==> config.mk <==
export PLATFORM = sky130hd
export DESIGN_NAME = multiplier
export DESIGN_NICKNAME = d
export VERILOG_FILES = /design/src/exe_pkg.sv /design/src/multiplier.sv
export VERILOG_INCLUDE_DIRS = /design/src
export SDC_FILE = /design/constraint.sdc
export NUM_CORES = 2
export LEC_CHECK = 0
export CAP_MARGIN = 25
export CORE_ASPECT_RATIO = 0.8
export CORE_UTILIZATION = 39
export DETAILED_ROUTE_END_ITERATION = 8
export DONT_BUFFER_PORTS = 1
export SLEW_MARGIN = 0
export SYNTH_ARGS = -nofsm -noshare
export SYNTH_HDL_FRONTEND = slang
export SYNTH_SLANG_ARGS = --single-unit
==> constraint.sdc <==
create_clock -name vclk -period 10.9
set_clock_uncertainty 0.15 [all_clocks]
set_input_delay 1.635 -clock vclk [all_inputs]
set_output_delay 1.635 -clock vclk [all_outputs]
set_load 0.01 [all_outputs]
==> src/exe_unit_macros.svh <==
`ifndef EXE_UNIT_MACROS_SVH
`define EXE_UNIT_MACROS_SVH

// datapath word
`define EXE_WORD_W 32

// one bit per alu operation
`define EXE_ALU_OP_W 12

// gpr index
`define EXE_REG_W 5

// shift-subtract steps per divide, one quotient bit each
`define EXE_DIV_CYCLES 32

`endif

==> src/exe_pkg.sv <==
`include "exe_unit_macros.svh"

package exe_pkg;

    typedef logic [`EXE_WORD_W-1:0]   word_t;
    typedef logic [2*`EXE_WORD_W-1:0] dword_t;   // {hi, lo}
    typedef logic [`EXE_REG_W-1:0]    reg_idx_t;
    typedef logic [`EXE_ALU_OP_W-1:0] alu_op_t;

    typedef enum logic [3:0] {
        MD_NONE,
        MD_MULT,
        MD_MULTU,
        MD_DIV,
        MD_DIVU,
        MD_MTHI,
        MD_MTLO,
        MD_MFHI,
        MD_MFLO
    } md_op_t;

    // lw only needs the address check and a read request
    typedef enum logic [2:0] {
        ST_NONE,
        ST_SB,
        ST_SH,
        ST_SW,
        LD_LW
    } st_op_t;

    typedef enum logic [1:0] {
        IDLE,
        RUN,
        DONE
    } div_state_t;

endpackage

==> src/multiplier.sv <==
`timescale 1ns/100ps
`include "exe_unit_macros.svh"

module multiplier (
    input  logic            mul_signed,
    input  exe_pkg::word_t  mul_src1,
    input  exe_pkg::word_t  mul_src2,
    output exe_pkg::dword_t mul_result
);
    localparam int W = `EXE_WORD_W;

    logic signed [W:0]     src1_ext;
    logic signed [W:0]     src2_ext;
    logic signed [2*W+1:0] product;

    // 33-bit operands let one signed multiply cover mult and multu
    assign src1_ext = {mul_signed & mul_src1[W-1], mul_src1};
    assign src2_ext = {mul_signed & mul_src2[W-1], mul_src2};

    assign product = src1_ext * src2_ext;

    assign mul_result = product[2*W-1:0];   // hi in the upper half

endmodule

---- Yosys cells after proc, flatten, opt, wreduce, memory -nomap -nowiden ----
Index checks and enable logic that the tools add are counted.
storage, ports and cells
  flip-flop bits (word level) ............. 0
  input port bits ......................... 65
  output and inout port bits .............. 64
cells by class
  multiply operators ...................... 1
  bitwise operators ....................... 2
operators by type and width
  cell                                            number
  33-bit by 33-bit multiplier with 64-bit output  1
  1-bit AND                                       2

---- Depth between registers and ports, before layout ----
  depth in word-level cells ............... 2
  depth in mapped cells ................... 30

---- Least setup slack after synthesis ----
No wires, ideal clock.
  kind .................................... input port to output port
  start point ............................. input port mul_signed
  end point ............................... output port mul_result[62]
  arrival time ............................ 9.212 ns
  required time ........................... 9.115 ns
  setup slack ............................. -0.097 ns
  cell stages on the path ................. 27
  path through ............................ clkbuf_1 -> clkbuf_1 -> and3_1 -> fa_1 -> fa_1 -> fa_1 -> inv_1 -> fa_1 -> inv_1 -> fa_1 -> fa_1 -> inv_1 -> fa_1 -> fa_1 -> inv_1 -> ha_1 -> clkbuf_1 -> a21o_1 -> a21o_1 -> a21oi_1 -> o21ai_1 -> a21o_1 -> a21oi_1 -> a21boi_0 -> a2111oi_2 -> o41a_1 -> xnor2_1
between the ends
  word-level cells in the longest chain between the ends .. 2
  elaborated cells between the ends (all ways) .. 3
  those cells by class .................... mul (1); bitwise (2)
ends and longest elaborated chain
  item                                                line                                source
  from (decl)                                         multiplier.sv:5                     input logic mul_signed,
  1-bit AND, on equally long branches                 multiplier.sv:17, multiplier.sv:18
  33-bit by 33-bit multiplier with 64-bit output (*)  multiplier.sv:20                    assign product = src1_ext * src2_ext;
  to (decl)                                           multiplier.sv:8                     output exe_pkg::dword_t mul_result
Every way passes the cells marked *; elsewhere a longest branch is shown, timed or not.

---- Worst setup path in the final report ----
  start point ............................. input port mul_signed
  end point ............................... output port mul_result[61]
Same word-level chain as after synthesis.

==> metrics.md <==
| Metric | Value |
|---|---|
| Status | `finished clean` |
| Post-synthesis cell count | `4,120` |
| Least-Margin Pin Slew | `0.599 ns` |
| Vias | `27,200` |
| Die Wd | `350 µm` |
| Die area | `97,900 µm²` |
| Critical Path Source Type | `primary input` |
| Yosys warning count | `0` |
| Largest net degree at the start of global routing | `51` |
| Gr usage total | `24.5%` |
| Slew HR | `59.7%` |
| Cell area after layout | `39,500 µm²` |
| Mean post-synth cell area | `9.15 µm²` |
| Routed WL per cell | `21.5 µm` |
| Crit share post-route | `98.3%` |
| Layout area overhead | `4.95%` |
| Io pins | `129` |
| Gpl congestion | `0.911` |
| Unrepaired setup endpoints after global routing | `yes` |
| Proportion of layout cells with a drive suffix above 1 | `4.45%` |
| Critical path's largest stage delay | `0.58 ns` |
| Min-Delay Path Class | `in2out` |
| # hold bufs at CTS | `0` |
| Floorplan core area | `95,300 µm²` |
| First-pass GRT wire length | `182,000 µm` |
| Syn Nets | `5,522` |
| Finished Layout Cells | `5,306` |
| WP data arrival | `8.92 ns` |
| Worst setup EP type | `output pin` |
| Gr ovfl total | `0` |
| Dpl cells | `5,292` |
| Starting density of the core | `39.6%` |
| Final hold vios | `0` |
| Placed cell areas | `39,300 µm²` |
| Vias in the first global route | `29,500` |
| Initial antenna violation count | `5` |
| Final setup vio count | `0` |
| DRT Wirelength | `114,000 µm` |
| DIE HEIGHT | `280 µm` |
| DRC | `0` |
| Via/cell ratio | `5.13` |
| WS Path Type | `in2out` |
| Final min period | `10.71 ns` |
| ANT nets after route | `0` |
| Row count | `101` |
| Max Slew Vio Count | `0` |
| Setup TNS | `0 ns` |
| Detailed Routing Iterations Pass 1 | `5` |
| Input/output buffers | `0` |
| Seq cells | `0` |
| DRT iter0 DRCs | `2,200` |
| CP most frequent cell | `fa_1` |
| Achievable clock frequency | `0.0934 GHz` |
| # fillers | `9,498` |
| Seq/Total Area, Yosys | `0%` |
| Crit-path max FO | `21` |
| Max_cap viols | `0` |
| Slowest CP cell | `fa_2` |
| Synth unique cells | `62` |
| Clk_buf instances | `0` |
| Nets | `5,422` |
| Dpl hpwl | `85,800 µm` |
| Mapped Area | `37,700 µm²` |
| Setup crit start | `mul_signed` |
| Reg area | `0 µm²` |
| Worst Path Required | `9.12 ns` |
| Multi-input gate area | `32,900 µm²` |
| Worst setup path end | `mul_result[61]` |
-- critical path, delay by kind of cell --
kind | cells | cell delay, ns
and+or+nand+nor | 3 | 0.49
buffers and inverters | 11 | 1.13
adders and majority gates | 9 | 4.41
AOI/OAI and AO/OA | 7 | 1.09
xor gates and xnor gates | 1 | 0.16
-- repair_timing --
| action | in CTS | in global routing |
|---|---|---|
| hold endpoints to repair | 0 | 0 |
| resized for setup | 9 | 44 |
| buffers inserted | 4 | 9 |
| endpoints found under the setup margin | 10 | 20 |
| pin swaps | 3 | 17 |
-- worst min-delay path by stage --
stage / from / to / slack [ns] / cells past startpoint
after global routing: mul_src2[0] / mul_result[0] / 3.28 / 1
after detailed placement: mul_src2[0] / mul_result[0] / 3.28 / 1
final: mul_src2[0] / mul_result[0] / 3.28 / 1
after floorplan: mul_src2[0] / mul_result[0] / 3.27 / 1
after CTS: mul_src2[0] / mul_result[0] / 3.28 / 1
after global placement: mul_src1[0] / mul_result[0] / 3.28 / 1
-- cells in the mapped netlist, drive strengths merged (9+ instances only) --
cell type	number	area, µm²
a21oi	58	294
and3	22	138
nand4	13	81.3
nor2	47	176
xnor2	53	464
fa	1125	22500
nor3	9	50.1
a21o	39	294
nand3	11	55.1
clkbuf	217	817
nand2	721	2710
o21ai	31	170
and2	356	2230
xor2	23	201
inv	1095	4110
ha	212	2650
-- cells in the final DEF, fill, tap and decap left out, types with 38 or more instances in the layout --
| cell | count |
|---|---|
| a21o_1 | 38 |
| a21oi_1 | 49 |
| and2_1 | 355 |
| buf_4 | 117 |
| fa_1 | 1121 |
| ha_1 | 209 |
| inv_1 | 1092 |
| nand2_1 | 717 |
| nor2_1 | 45 |
| xnor2_1 | 53 |
-- area by class of cell --
type / instances / share of cell area, %
well taps: 1287 / 4.07
multi-input cells: 2804 / 83.2
repair buffers: 119 / 2.30
inverters: 1095 / 10.4
diodes: 1 / 0.00633
-- cells by family after synthesis --
kind of cell    synth area share [%]
fa+ha+maj                       66.8
buf+inv                         13.2
simple gates                    14.9
compound gates                  3.33
xor+xnor                        1.77
-- per-stage QoR --
step           hold slack, ns  util, %  setup WS (ns)
3_5_place_dp             3.28     41.2         -0.245
4_1_cts                  3.28     41.3        0.00619
2_1_floorplan            3.27        -         0.0713
3_3_place_gp             3.28     41.2         -0.257
6_report                 3.28     41.5          0.190
5_1_grt                  3.28     41.5        -0.0472
-- layer usage --
metal,up-vias,wire [µm],track usage [%]
met5,-,13,0
met3,138,12800,6.15
li1,11400,-,-
met1,14300,50100,36.4
met4,2,2220,4.10
met2,1317,48800,36.6
Power is left out: the tool's default activity adds up to more than one toggle a clock period on the data nets, which glitch-free logic cannot reach.
