$ cat src/exe_unit_macros.svh
`ifndef EXE_UNIT_MACROS_SVH
`define EXE_UNIT_MACROS_SVH

// datapath word
`define EXE_WORD_W 32

// one bit per alu operation
`define EXE_ALU_OP_W 12

// gpr index
`define EXE_REG_W 5

// shift-subtract steps per divide, one quotient bit each
`define EXE_DIV_CYCLES 32

`endif

$ cat src/exe_pkg.sv
`include "exe_unit_macros.svh"

package exe_pkg;

    typedef logic [`EXE_WORD_W-1:0]   word_t;
    typedef logic [2*`EXE_WORD_W-1:0] dword_t;   // {hi, lo}
    typedef logic [`EXE_REG_W-1:0]    reg_idx_t;
    typedef logic [`EXE_ALU_OP_W-1:0] alu_op_t;

    typedef enum logic [3:0] {
        MD_NONE,
        MD_MULT,
        MD_MULTU,
        MD_DIV,
        MD_DIVU,
        MD_MTHI,
        MD_MTLO,
        MD_MFHI,
        MD_MFLO
    } md_op_t;

    // lw only needs the address check and a read request
    typedef enum logic [2:0] {
        ST_NONE,
        ST_SB,
        ST_SH,
        ST_SW,
        LD_LW
    } st_op_t;

    typedef enum logic [1:0] {
        IDLE,
        RUN,
        DONE
    } div_state_t;

endpackage

$ cat src/divider.sv
`timescale 1ns/100ps
`include "exe_unit_macros.svh"

module divider (
    input  logic            clk,
    input  logic            reset,
    input  logic            flush,
    input  logic            div_signed,
    input  exe_pkg::word_t  dividend,
    input  exe_pkg::word_t  divisor,
    input  logic            div_in_valid,
    input  logic            div_out_ready,
    output logic            div_out_valid,
    output exe_pkg::dword_t div_result
);
    import exe_pkg::*;

    localparam int W     = `EXE_WORD_W;
    localparam int CNT_W = $clog2(`EXE_DIV_CYCLES) + 1;

    div_state_t       state;
    logic [CNT_W-1:0] count;
    word_t            quo;            // dividend shifts out as quotient shifts in
    word_t            rem;
    word_t            dsr;
    logic             quo_neg;
    logic             rem_neg;
    word_t            dividend_abs;
    word_t            divisor_abs;
    logic [W:0]       rem_shift;
    logic [W+1:0]     trial;
    word_t            quo_fix;
    word_t            rem_fix;

    assign dividend_abs = (div_signed && dividend[W-1]) ? -dividend : dividend;
    assign divisor_abs  = (div_signed && divisor[W-1])  ? -divisor  : divisor;

    assign rem_shift = {rem, quo[W-1]};
    assign trial     = {1'b0, rem_shift} - {2'b00, dsr};   // msb set means restore

    always_ff @(posedge clk) begin
        if (reset || flush) begin
            state <= IDLE;
        end else begin
            case (state)
                IDLE:    if (div_in_valid) state <= RUN;
                RUN:     if (count == CNT_W'(`EXE_DIV_CYCLES - 1)) state <= DONE;
                DONE:    if (div_out_ready) state <= IDLE;
                default: state <= IDLE;
            endcase
        end
    end

    always_ff @(posedge clk) begin
        if (state == IDLE && div_in_valid) begin
            quo     <= dividend_abs;
            rem     <= '0;
            dsr     <= divisor_abs;
            count   <= '0;
            quo_neg <= div_signed && (dividend[W-1] ^ divisor[W-1]);
            rem_neg <= div_signed && dividend[W-1];   // remainder follows dividend
        end else if (state == RUN) begin
            count <= count + 1'b1;
            if (trial[W+1]) begin
                rem <= rem_shift[W-1:0];
                quo <= {quo[W-2:0], 1'b0};
            end else begin
                rem <= trial[W-1:0];
                quo <= {quo[W-2:0], 1'b1};
            end
        end
    end

    assign quo_fix = quo_neg ? -quo : quo;
    assign rem_fix = rem_neg ? -rem : rem;

    assign div_out_valid = (state == DONE);
    assign div_result    = {rem_fix, quo_fix};

    // the stage issues each divide once and waits for it
    assert property (@(posedge clk) disable iff (reset)
        state == RUN |-> !div_in_valid);

    assert property (@(posedge clk) disable iff (reset || flush)
        div_out_valid && !div_out_ready |=> div_out_valid);

endmodule

$ cat config.mk
export PLATFORM = sky130hd
export DESIGN_NAME = divider
export DESIGN_NICKNAME = d
export VERILOG_FILES = /design/src/exe_pkg.sv /design/src/divider.sv
export VERILOG_INCLUDE_DIRS = /design/src
export SDC_FILE = /design/constraint.sdc
export NUM_CORES = 1
export LEC_CHECK = 0
export BUFFER_PORTS_ARGS = -buffer_cell sky130_fd_sc_hd__buf_4
export CAP_MARGIN = 40
export CORE_MARGIN = 2
export CORE_UTILIZATION = 50
export DETAILED_ROUTE_END_ITERATION = 12
export PLACE_DENSITY = 0.72
export SYNTH_ARGS = -nofsm -noshare
export SYNTH_HDL_FRONTEND = slang
export SYNTH_SLANG_ARGS = --single-unit
$ cat constraint.sdc
create_clock -name clk -period 5.3 [get_ports clk]
set_input_delay 0.265 -clock clk [delete_from_list [all_inputs] [get_ports clk]]
set_output_delay 0.265 -clock clk [all_outputs]
set_load 0.03 [all_outputs]
Word-level counts from Yosys, hierarchy flattened
Cells that the tools add are included.

Add/sub/neg operators: 6. Bitwise logic cells: 1. Equality and inequality tests: 6. Multiplexer cells: 12. Reduce and logical (&&, ||, !) cells: 8.

Operators with widths (number): two-way mux 32 bit (7); negator 32 bit (4); subtractor 33 x 32 -> 34 bit (1); adder 6 x 1 -> 6 bit (second input constant) (1); == test 6 x 5 -> 1 bit (second input constant) (1); two-way mux 2 bit (3); != test 2 bit (second input constant) (3); one-hot mux 2 bit (3 select lines) (1); logical AND 1 bit (4); AND reduction 3 bit (1); == test 2 x 1 -> 1 bit (second input constant) (1); == test 2 bit (second input constant) (1); logical NOT 2 bit (1); nonzero test 2 bit (1); logical OR 1 bit (1); two-way mux 1 bit (1); XOR 1 bit (1).

Register bits after elaboration: 106. Word-level logic and storage cells: 40. Input port bits: 70. Output and inout port bits: 65.

Depth between registers and ports, before layout
Depth in word-level cells: 4. Depth in mapped cells: 14. Gate-level depth less buffers: 12.

Least setup slack after synthesis
OpenSTA, ideal clock, no wires.

Kind: flip-flop to output port. Start point: reg quo[0]. End point: out div_result[28]. Slack: 2165 ps. Arrival time: 2870 ps. Buffers on the path: 0. Required time: 5035 ps. Stages on the path, launching flop included: 11. Cells stage by stage: edfxtp_1 -> inv_1 -> ha_1 -> nand2b_1 -> nand2b_1 -> or3_4 -> or3_4 -> or3_4 -> or3_4 -> o31ai_4 -> xnor2_1.

Word-level cells in the longest chain between the ends: 2.

RTL lines: start, declared (RTL line divider.sv:23) `word_t quo;`; start signal, assigned (RTL line divider.sv:56) `quo <= dividend_abs;`; start signal, assigned (RTL line divider.sv:66) `quo <= {quo[W-2:0], 1'b0};`; start signal, assigned (RTL line divider.sv:69) `quo <= {quo[W-2:0], 1'b1};`; negator 32 bit (RTL line divider.sv:74) `assign quo_fix = quo_neg ? -quo : quo;`; two-way mux 32 bit (RTL line divider.sv:74); end, declared (RTL line divider.sv:14) `output exe_pkg::dword_t div_result`.

Every way passes these cells.

Final worst setup path
Ends and elaborated chain as after synthesis.

==> qor.txt <==
status: completed
1st-iter DRT viols: 459
Reg clk slew, reported paths: 0.07 ns
Max FO, Critical Path: 5
# port buffers: 134
Gate Count Post-Synth: 995
Critical-path top delay cell: edfxtp_1
GRT Residual Overflow: 0
worst skew pair latency: 0.35 ns
vias in the first global route: 6834
Hold Path Class: primary input to flip-flop
Peak Freq: 266.7 MHz
Final min period: 3.749 ns
fin. max-slew vios: 0
Tightest Pin Transition: 0.9294 ns
startpoint types: flip-flop
die width: 132.9 microns
Max Cap Viol: 0
Cell Area, Synth: 8313 sq um
Die H: 132.9 microns
Placeable Area: 16410 sq um
Crit path arrival time: 3.48 ns
max_slew headroom: 0.3804
CTS tree: built
DRC errors left: 0
initial antenna violation count: 0
first-pass iteration count of the detailed router: 5
WS Path Type: flip-flop to output pin
DR WL/cell: 15.61 microns
ys async rst share: 0
Top cell by count, worst path: or3_4
drt total wl: 20770 microns
CTS Buf Count: 9
Final ANT Viol Nets: 0
Critical Path RT: 5.04 ns
CTS Hold Bufs: 0
Yosys warning count: 0
vias after detailed routing: 7430
number of synthesized register bits: 106
H-tree levels: 3
Root Driver: clkbuf_16
Ant. Diodes: 0
area grow syn2layout: 17.73%
first-pass GRT wire length: 33610 microns
TritonCTS Sinks: 106
Netlist cell types: 65
Leakage Power: 4.117 nW
Power Density: 247.4 nW/um^2
IO Count: 135
HP Start: flush
Max stage delay on crit path: 0.45 ns
fin nets: 1214
fin crit share: 0.7074
Seq/Total Area, Yosys: 0.3347
endpoints failing hold: 0
Final Setup Violations: 0
register area: 2783 sq um
crit path launch: quo[0]
Placed Area: 9508 sq um
GRT Total Usage: 0.2338
Post-synth EDFFs: 66
syn_nets: 1103
Initial Utilization: 0.5067
Via density: 5.582
worst path bufs/invs: 2
CP Cell Sequence: inv_1 > ha_1 > nand2b_1 > nand2b_1 > or3_4 > or3_4 > or3_4 > or3_4 > o31ai_4 > xnor2_1 > buf_4
area of the multi-input gates: 5150 sq um
fillcell total: 1504
CTS-repair resized insts: 0
Max Root-Sink Buffers: 2
Design Area, Final: 9787 sq um
unrepaired setup endpoints after global routing: no
Worst Clk Skew: 0.005259 ns
number of post-CTS setup repair buffers: 0
Avg Inst Size Synth: 8.355 sq um
row count: 47
largest net degree at the start of global routing: 67
Top FF cell, synth: edfxtp_1
Final HPWL DP: 15960 microns
endpoint class of the critical path: output pin
Sum Neg Setup Slack: 0 ns
GPL Wtd Cong: 0.9368
full die area: 17670 sq um
R2R Path Start: quo[31]
critical path's top delay family: simple AND/OR/NAND/NOR gates
layout cells sized above 1: 0.1557
worst vdd ir: 146.8 uV
[cell usage in the layout, fill, tap and decap left out, types with 10 or more instances in the layout]
master,count
nor2_1,72
nor3_1,21
dfxtp_1,40
o21ai_1,27
nor4_1,11
nand2_1,115
o41ai_1,11
o21ai_0,84
nand4_1,10
or3_1,11
xor2_1,49
a21oi_1,63
o31ai_1,20
a31oi_1,11
edfxtp_1,66
nand2b_1,10
inv_1,53
nor2b_1,10
a32oi_1,10
ha_1,37
buf_4,140
xnor2_1,100
[metrics by stage]
step	util	setup slack [ns]	instances	total power, mW	hold slack (ns)
final	0.5965	1.551	1331	2.421	0.1075
after global placement	0.5765	1.970	1312	1.768	0.4585
after floorplan	-	2.165	995	1.512	0.3481
after detailed placement	0.5795	1.957	1315	1.778	0.4802
after global routing	0.5965	1.360	1331	2.535	0.1176
after CTS	0.5965	1.546	1331	2.432	0.1113
[kinds of logic (layout without fill, tap and decap cells)]
kind of cell               after synthesis  in the layout  share of synthesized area
muxes                                    8              8                   0.009633
DFF                                    106            106                     0.3347
adders and majority gates               38             38                    0.05810
xor gates and xnor gates               149            149                     0.1570
buffers and inverters                   96            212                    0.04651
AOI/OAI and AO/OA                      278            278                     0.2071
and+or+nand+nor                        320            320                     0.1869
[registers in the layout, indices dropped and copies added, names as in the netlist]
register / count
quo: 32
dsr: 32
count: 6
state: 2
rem: 32
quo_neg: 1
rem_neg: 1
[layout make-up]
type / count / share of cell area
inverters: 53 / 0.02033
flip-flops and latches: 106 / 0.2843
clock inverters: 4 / 0.004347
well taps: 220 / 0.02813
multi-input cells: 793 / 0.5262
repair buffers: 143 / 0.1125
clock buffers: 12 / 0.02416
[cell usage after synthesis, types with 3 or more instances]
cell        n  area share
nand2_1   116       0.052
xnor2_1   100        0.11
o21ai_0    84       0.051
nor2_1     72       0.033
edfxtp_1   66        0.24
a21oi_1    63       0.038
inv_1      53       0.024
xor2_1     49       0.052
dfxtp_1    40       0.096
ha_1       37       0.056
clkbuf_1   29       0.013
o21ai_1    27       0.016
nor3_1     21       0.013
o31ai_1    20       0.018
a31oi_1    11      0.0083
nor2b_1    11      0.0083
nor4_1     11      0.0083
o41ai_1    11       0.012
or3_1      11      0.0083
a32oi_1    10       0.011
nand2b_1   10      0.0075
nand4_1    10      0.0075
a21o_1      9      0.0081
a22o_1      9      0.0095
and2_1      9      0.0068
and3_1      9      0.0068
buf_2       9      0.0054
nand3_1     9      0.0054
or4_1       9      0.0081
mux2i_1     8      0.0096
or2_2       6      0.0045
o21a_1      5      0.0045
or3_4       4      0.0054
a311oi_1    3      0.0032
nand3b_1    3      0.0027
o21bai_1    3      0.0027
[where the power goes]
group	internal (mW)	switching, mW
Sequential	0.956	0.0614
Combinational	0.298	0.447
Clock	0.364	0.295
[final timing paths]
| kind | end | slack [ns] | depth (start not counted) |
|---|---|---|---|
| worst max register to register | rem[22] | 1.94 | 12 |
| worst min-delay path | state[0] | 0.11 | 2 |
| worst min register to register | count[1] | 0.49 | 2 |
| worst max-delay path | div_result[28] | 1.55 | 11 |
[metal layers]
| metal | global-route usage | up-vias | part of all wire |
|---|---|---|---|
| met2 | 0.3849 | 212 | 0.46 |
| met1 | 0.3135 | 3407 | 0.45 |
| met5 | 0 | - | 0 |
| met3 | 0.04674 | 13 | 0.073 |
| met4 | 0.06571 | 0 | 0.010 |
| li1 | - | 3798 | - |
No activity file was read; power rests on OpenSTA's default activity.
