==> src/exe_unit_macros.svh <==
`ifndef EXE_UNIT_MACROS_SVH
`define EXE_UNIT_MACROS_SVH

// datapath word
`define EXE_WORD_W 32

// one bit per alu operation
`define EXE_ALU_OP_W 12

// gpr index
`define EXE_REG_W 5

// shift-subtract steps per divide, one quotient bit each
`define EXE_DIV_CYCLES 32

`endif

==> src/exe_pkg.sv <==
`include "exe_unit_macros.svh"

package exe_pkg;

    typedef logic [`EXE_WORD_W-1:0]   word_t;
    typedef logic [2*`EXE_WORD_W-1:0] dword_t;   // {hi, lo}
    typedef logic [`EXE_REG_W-1:0]    reg_idx_t;
    typedef logic [`EXE_ALU_OP_W-1:0] alu_op_t;

    typedef enum logic [3:0] {
        MD_NONE,
        MD_MULT,
        MD_MULTU,
        MD_DIV,
        MD_DIVU,
        MD_MTHI,
        MD_MTLO,
        MD_MFHI,
        MD_MFLO
    } md_op_t;

    // lw only needs the address check and a read request
    typedef enum logic [2:0] {
        ST_NONE,
        ST_SB,
        ST_SH,
        ST_SW,
        LD_LW
    } st_op_t;

    typedef enum logic [1:0] {
        IDLE,
        RUN,
        DONE
    } div_state_t;

endpackage

==> src/store_unit.sv <==
`timescale 1ns/100ps

module store_unit (
    input  exe_pkg::st_op_t st_op,
    input  logic [1:0]      addr_low,
    input  exe_pkg::word_t  rt_value,
    output logic [3:0]      mem_wen,
    output exe_pkg::word_t  wdata,
    output logic            ades
);
    import exe_pkg::*;

    logic [3:0] lane_wen;

    always_comb begin
        lane_wen = 4'b0000;
        ades     = 1'b0;
        wdata    = rt_value;
        case (st_op)
            ST_SB: begin
                lane_wen = 4'b0001 << addr_low;
                wdata    = {4{rt_value[7:0]}};    // byte on every lane
            end
            ST_SH: begin
                lane_wen = addr_low[1] ? 4'b1100 : 4'b0011;
                wdata    = {2{rt_value[15:0]}};
                ades     = addr_low[0];
            end
            ST_SW: begin
                lane_wen = 4'b1111;
                ades     = |addr_low;
            end
            LD_LW: begin
                ades = |addr_low;                 // read, no lanes
            end
            default: begin
                lane_wen = 4'b0000;
            end
        endcase
    end

    // misaligned access writes nothing
    assign mem_wen = ades ? 4'b0000 : lane_wen;

endmodule

==> config.mk <==
export PLATFORM = sky130hd
export DESIGN_NAME = store_unit
export DESIGN_NICKNAME = d
export VERILOG_FILES = /design/src/exe_pkg.sv /design/src/store_unit.sv
export VERILOG_INCLUDE_DIRS = /design/src
export SDC_FILE = /design/constraint.sdc
export NUM_CORES = 1
export LEC_CHECK = 0
export BUFFER_PORTS_ARGS = -buffer_cell sky130_fd_sc_hd__buf_4
export CORE_UTILIZATION = 40
export DETAILED_ROUTE_END_ITERATION = 8
export PLACE_DENSITY = 0.95
export SYNTH_ARGS = -nofsm -noshare
export SYNTH_HDL_FRONTEND = slang
export SYNTH_SLANG_ARGS = --single-unit
==> constraint.sdc <==
create_clock -name vclk -period 2.6
set_input_delay 0.52 -clock vclk [all_inputs]
set_output_delay 0.52 -clock vclk [all_outputs]
set_load 0.01 [all_outputs]
# --- After elaboration in Yosys (flattened, before gate mapping) ---
# Cells that the tools add are included.
totals:
  ff_bits: 0
  input_bits: 37
  word_cells: 12
classes:
  eq_ne: 4
  shift: 1
  muxes: 5
  reduce_logical: 2
op_table:
  columns: ["cell", "count"]
  rows:
  - ["one-hot mux 32 bit (2 select lines)", 1]
  - ["one-hot mux 4 bit (3 select lines)", 1]
  - ["two-way mux 4 bit", 2]
  - ["equality test 3 x 2 -> 1 bit (second input constant)", 2]
  - ["OR reduction 2 bit", 2]
  - ["left shift 1 x 2 -> 4 bit (first input constant)", 1]
  - ["equality test 3 x 1 -> 1 bit (second input constant)", 1]
  - ["equality test 3 bit (second input constant)", 1]
  - ["one-hot mux 1 bit (2 select lines)", 1]

# --- Logic depth before layout (Yosys ltp) ---
# Gate-level depths: netlist of run 1.
logic_depth:
  depth_word: 4
  depth_mapped: 5

# --- Worst setup path before layout of run 1 ---
# Ideal clock, no wire load.
synth_timing:
  path_kind: "input-to-output"
  startpoint: "input st_op[1]"
  endpoint: "output wdata[16]"
  arrival_ns: 1.523
  required_time_ns: 2.080
  path_slack_ns: 0.557
  stages: 5
  path_buffers: 2
  cell_sequence: "buf_2 > nand2b_4 > buf_6 > a21oi_4 > mux2_2"
synth_via:
  elab_chain_len: 2
  word_cells_on_any_way: 3
  classes_between: "eq/ne (2); mux (1)"
synth_rtl:
  columns: ["item", "line", "source"]
  rows:
  - ["start: declaration", "store_unit.sv:4", "input exe_pkg::st_op_t st_op,"]
  - ["equality test 3 x 2 -> 1 bit / equality test 3 x 1 -> 1 bit (equally long branches)", "store_unit.sv:19", "case (st_op)"]
  - ["one-hot mux 32 bit (2 select lines) (*)", "store_unit.sv:19", null]
  - ["end: declaration", "store_unit.sv:8", "output exe_pkg::word_t wdata,"]
# Every way passes the cells marked *; elsewhere a longest branch is shown, timed or not.

# --- Worst setup path after layout of run 1 ---
layout_timing:
  startpoint: "input st_op[1]"
  endpoint: "output wdata[22]"
# Same word-level chain as after synthesis.

==> flow_summary.json, run 1 <==
{
  "fin_area_um2": 1240,
  "antenna_found_initial": 0,
  "fillers": 163,
  "relSlewSlack_pct": 78.0,
  "worst_pin_slew_ns": 0.331,
  "leakage_nw": 0.604,
  "drive_above_1_share_pct": 57.8,
  "die_h_um": 45.8,
  "grt.total_usage_pct": 22.9,
  "cts_setup_buffers": 0,
  "status": "finished, final reports clean",
  "regArea_um2": 0,
  "power_density_nw_per_um2": 196,
  "dr.pass1.iters": 4,
  "post_cts_resized": 0,
  "max_freq_mhz": 430,
  "startpoint_type": "input port",
  "finalSetupViolations": 0,
  "gp_congestion": 0.698,
  "boundaryPins": 74,
  "die-area_um2": 2100,
  "vias": 1023,
  "hold-path-cell-count": 2,
  "row_count": 15,
  "min_period_over_period_pct": 89.4,
  "final_util_pct": 70.1,
  "yosys_warnings": 0,
  "gr-total-overflow": 0,
  "criticalPathCategory": "input port to output port",
  "syn_area_um2": 767,
  "hold_viol": 0,
  "grt_max_degree": 33,
  "synth_area_per_cell_um2": 7.24,
  "timing.final.max_slew_violations": 0,
  "final_nets": 200,
  "setup_tns_ns": 0,
  "worstSetupEndpointType": "output port",
  "netlist_instances": 106,
  "required_ns": 2.08,
  "seq_area_frac_synth_pct": 0,
  "path_max_fanout": 25,
  "hold_end": "wdata[2]",
  "viasPerCell": 5.50,
  "critPathArrivalTime_ns": 1.80,
  "hold_buffers": 0,
  "diodes": 0,
  "die_width_um": 45.8,
  "start_util_pct": 43.5,
  "numPortBuffers": 74,
  "final.clkbuf_count": 0,
  "place_area_um2": 1240,
  "wl_met1_um": 954,
  "drtIter0Drc": 7,
  "syn_nets": 143,
  "antenna_left": 0,
  "drc": 0,
  "wl_um": 2550,
  "maxCapViolations": 0,
  "flops_and_latches": 0,
  "grt_pass1_wl_um": 3680,
  "rsz0062_at_grt": "false",
  "met3_length_um": 140,
  "hpwl_um": 1980,
  "min_path_type": "input port to output port",
  "top_layer": "met4",
  "period_minus_slack_ns": 2.32,
  "met2_length_um": 1430,
  "syn_to_final_growth_pct": 61.3,
  "worstHoldStart": "rt_value[2]",
  "ys_types": 27,
  "first_global_vias": 880,
  "wl_per_cell_um": 13.7,
  "max-vdd-ir-drop_v": 0.000113,
  "coreArea_um2": 1760
}
critical path, stage by stage:
cell and delay [ns]:
buf_4 0.19, nand2b_4 0.23, a21oi_4 0.32, mux2_2 0.38
buf_4 0.15
worst max path at each step:
stage	start	end	slack (ns)	cells past startpoint
finish	st_op[1]	wdata[22]	0.28	5
global route	st_op[1]	wdata[22]	0.23	5
CTS	st_op[1]	wdata[22]	0.28	5
detailed placement	st_op[1]	wdata[22]	0.28	5
global placement	st_op[1]	wdata[18]	0.32	5
floorplan	st_op[1]	wdata[16]	0.56	5
cells in the final DEF, fill, tap and decap left out:
master     n
buf_4     74
nor2_1    17
mux2_2    16
a21oi_1   10
nand2b_1   9
o32a_1     8
o211a_1    8
nand2_1    2
nor3_1     2
nor2b_1    2
nand2b_4   1
nor2_4     1
a21oi_4    1
a21o_1     1
o211ai_1   1
o21ai_0    1
xor2_1     1
and3b_1    1
nor4_1     1
nand3b_1   1
or3_1      1
nand3_1    1
a31oi_1    1
layout make-up:
| cell class | count | area, um^2 | area share [%] |
|---|---|---|---|
| multi-input cells | 87 | 651 | 52.6 |
| repair buffers | 74 | 556 | 44.9 |
| well taps | 25 | 31.3 | 2.53 |
Yosys cell counts, types with 2 or more instances:
master     n  area (um^2)
buf_2      6         30.0
buf_1      2         7.51
nor2_1    17         63.8
nor3_1     2         10.0
nand2b_1   9         56.3
a21oi_1   10         50.1
clkbuf_1   2         7.51
o211a_1    8         80.1
buf_4      8         60.1
o32a_1     8         80.1
nor2b_1    2         12.5
nand2_1    2         7.51
mux2_2    16          180
power by group:
part	internal [W]	switching, W	total, W
clock	0	0	0
sequential	0	0	0
combinational	0.000135	0.000108	0.000243
through the flow:
step / setup slack [ns] / instances / total power (W) / hold WS, ns
finish: 0.276 / 186 / 0.000243 / 1.25
global route: 0.233 / 186 / 0.000259 / 1.26
floorplan: 0.557 / 106 / 0.000129 / 1.09
global placement: 0.320 / 186 / 0.000234 / 1.24
detailed placement: 0.282 / 186 / 0.000242 / 1.25
CTS: 0.282 / 186 / 0.000243 / 1.25
per-layer routing:
metal / track usage (%) / up-vias
met1: 24.7 / 485
met3: 1.98 / 4
met5: 0 / -
met4: 2.35 / 0
li1: - / 495
met2: 48.0 / 39
logic make-up after synthesis:
family                    share of synthesized area (%)
xor gates and xnor gates                           1.14
buffers and inverters                              15.2
AOI/OAI and AO/OA                                  33.0
and+or+nand+nor                                    27.2
muxes                                              23.5
Power figures use the tool's default switching activity.
==> run 2, diff against run 1 <==
--- a/config.mk
+++ b/config.mk
@@ -6,8 +6,9 @@
 export SDC_FILE = /design/constraint.sdc
 export NUM_CORES = 1
 export LEC_CHECK = 0
+export ABC_AREA = 1
 export BUFFER_PORTS_ARGS = -buffer_cell sky130_fd_sc_hd__buf_4
-export CORE_UTILIZATION = 40
+export CORE_UTILIZATION = 38
 export DETAILED_ROUTE_END_ITERATION = 8
 export PLACE_DENSITY = 0.95
 export SYNTH_ARGS = -nofsm -noshare
==> run 2 against run 1 <==
First-iteration DRC count grew to 5.0 times the previous value. Hold slack lost 0.011 ns. Final area shrank 11%. Global-route usage grew 0.34 points. Routed wire length shrank 19%. Combinational power shrank 9.9%. Clock-buffer cell count is the same. Total power shrank 9.7%.
==> flow_summary.json, run 2 <==
{
  "drtIter0Drc": 35,
  "holdWs_ns": 1.24,
  "seq_area_frac_synth_pct": 0,
  "final_nets": 226,
  "grt_pass1_wl_um": 3520,
  "die_h_um": 42.3,
  "layout_commonest_cell": "buf_4",
  "leakage_nw": 0.726,
  "viasPerCell": 4.93,
  "timing.final.max_slew_violations": 0,
  "netlist_instances": 124,
  "synth.cells.most_frequent": "53 x nand2_1, 34 x nand3_1, 9 x inv_1",
  "required_ns": 2.08,
  "drive_above_1_share_pct": 46.0,
  "rsz0062_at_grt": "false",
  "finalSetupViolations": 0,
  "critPathBufInv": 4,
  "coreArea_um2": 1510,
  "die_width_um": 42.3,
  "wl_per_cell_um": 10.2,
  "setup_tns_ns": 0,
  "path_cells": "buf_4 -> inv_2 -> nor2_4 -> nand2_4 -> clkinv_2 -> nand2_1 -> nand3_1 -> buf_4",
  "power_density_nw_per_um2": 200,
  "status": "finished, final reports clean",
  "post_cts_resized": 0,
  "final_cell_mix": "74 x buf_4, 53 x nand2_1, 34 x nand3_1",
  "cp_slowest_stage_delay_ns": 0.23,
  "start_util_pct": 40.9,
  "numPortBuffers": 74,
  "critPathArrivalTime_ns": 1.59,
  "postLayoutSetupSlackWorst_ns": 0.491,
  "grt_max_degree": 27,
  "final.clkbuf_count": 0,
  "dr.pass1.iters": 4,
  "multi_input_area_um2": 472,
  "gp_congestion": 0.849,
  "yosys_warnings": 0,
  "syn_to_final_growth_pct": 78.3,
  "dp.cells": 203,
  "relSlewSlack_pct": 81.2,
  "hold_buffers": 0,
  "wl_um": 2070,
  "first_global_vias": 877,
  "syn_nets": 161,
  "min_period_over_period_pct": 81.1,
  "place_ws_ns": 0.506,
  "hold_viol": 0,
  "die-area_um2": 1790,
  "flops_and_latches": 0,
  "fillers": 135,
  "path_common_cell": "buf_4",
  "min_path_type": "input port to output port",
  "criticalPathCategory": "input port to output port",
  "row_count": 14,
  "gr-total-overflow": 0,
  "yosysTopAreaCell": "nand2_1",
  "max_freq_mhz": 474,
  "regArea_um2": 0,
  "startpoint_type": "input port",
  "grt.total_usage_pct": 23.2,
  "worst_pin_slew_ns": 0.281,
  "max-vdd-ir-drop_v": 0.000112,
  "crit_family": "buffers and inverters",
  "diodes": 0,
  "drc": 0,
  "p_total_w": 0.000219,
  "antenna_left": 0,
  "synthTopCellsByArea": "nand2_1 32%, nand3_1 28%, buf_4 9.8%",
  "cp_slowest_cell": "nand2_4",
  "synth_top_area_share_pct": 32.3,
  "period_minus_slack_ns": 2.11,
  "boundaryPins": 74,
  "antenna_found_initial": 0,
  "hpwl_um": 1770,
  "fin_cells": 203,
  "ys_types": 13,
  "maxCapViolations": 0,
  "worstSetupEndpointType": "output port",
  "synth.most_common_cell": "nand2_1",
  "cts_setup_buffers": 0,
  "path_max_fanout": 26,
  "vias": 1000,
  "synth_area_per_cell_um2": 4.96,
  "syn_area_um2": 616
}
-- run 2: logic make-up (layout without fill, tap and decap cells) --
group | after synthesis | in the layout | share of synthesized area, %
buf+inv | 24 | 87 | 23.4
compound gates | 2 | 2 | 1.63
simple gates | 98 | 98 | 75.0
-- run 2: area by class of cell --
| type | count | area share, % |
|---|---|---|
| repair buffers | 74 | 50.6 |
| multi-input cells | 100 | 43.0 |
| inverters | 13 | 4.56 |
| well taps | 16 | 1.82 |
-- run 2: per-layer routing --
metal  vias up  GRT usage (%)  part of all wire [%]
li1        518              -                     -
met1       436           28.6                    39
met2        44           45.5                    55
met3         2          0.862                   5.8
met4         0           1.88                  0.58
met5         -              0                     0
-- run 2: power breakdown --
| part | switching [W] | internal, W |
|---|---|---|
| Clock | 0 | 0 |
| Combinational | 0.000103 | 0.000116 |
| Sequential | 0 | 0 |
-- run 2: path summary, 6_finish.rpt --
path	cells after the start	endpoint	from
worst max-delay path	8	wdata[30]	st_op[0]
worst min-delay path	2	wdata[4]	rt_value[4]
-- run 2: through the flow --
| stage | instance area, um^2 | util (%) |
|---|---|---|
| 2_1_floorplan | 616 | - |
| 3_3_place_gp | 1100 | 72.8 |
| 3_5_place_dp | 1100 | 72.8 |
| 4_1_cts | 1100 | 72.8 |
| 5_1_grt | 1100 | 72.8 |
| 6_report | 1100 | 72.8 |
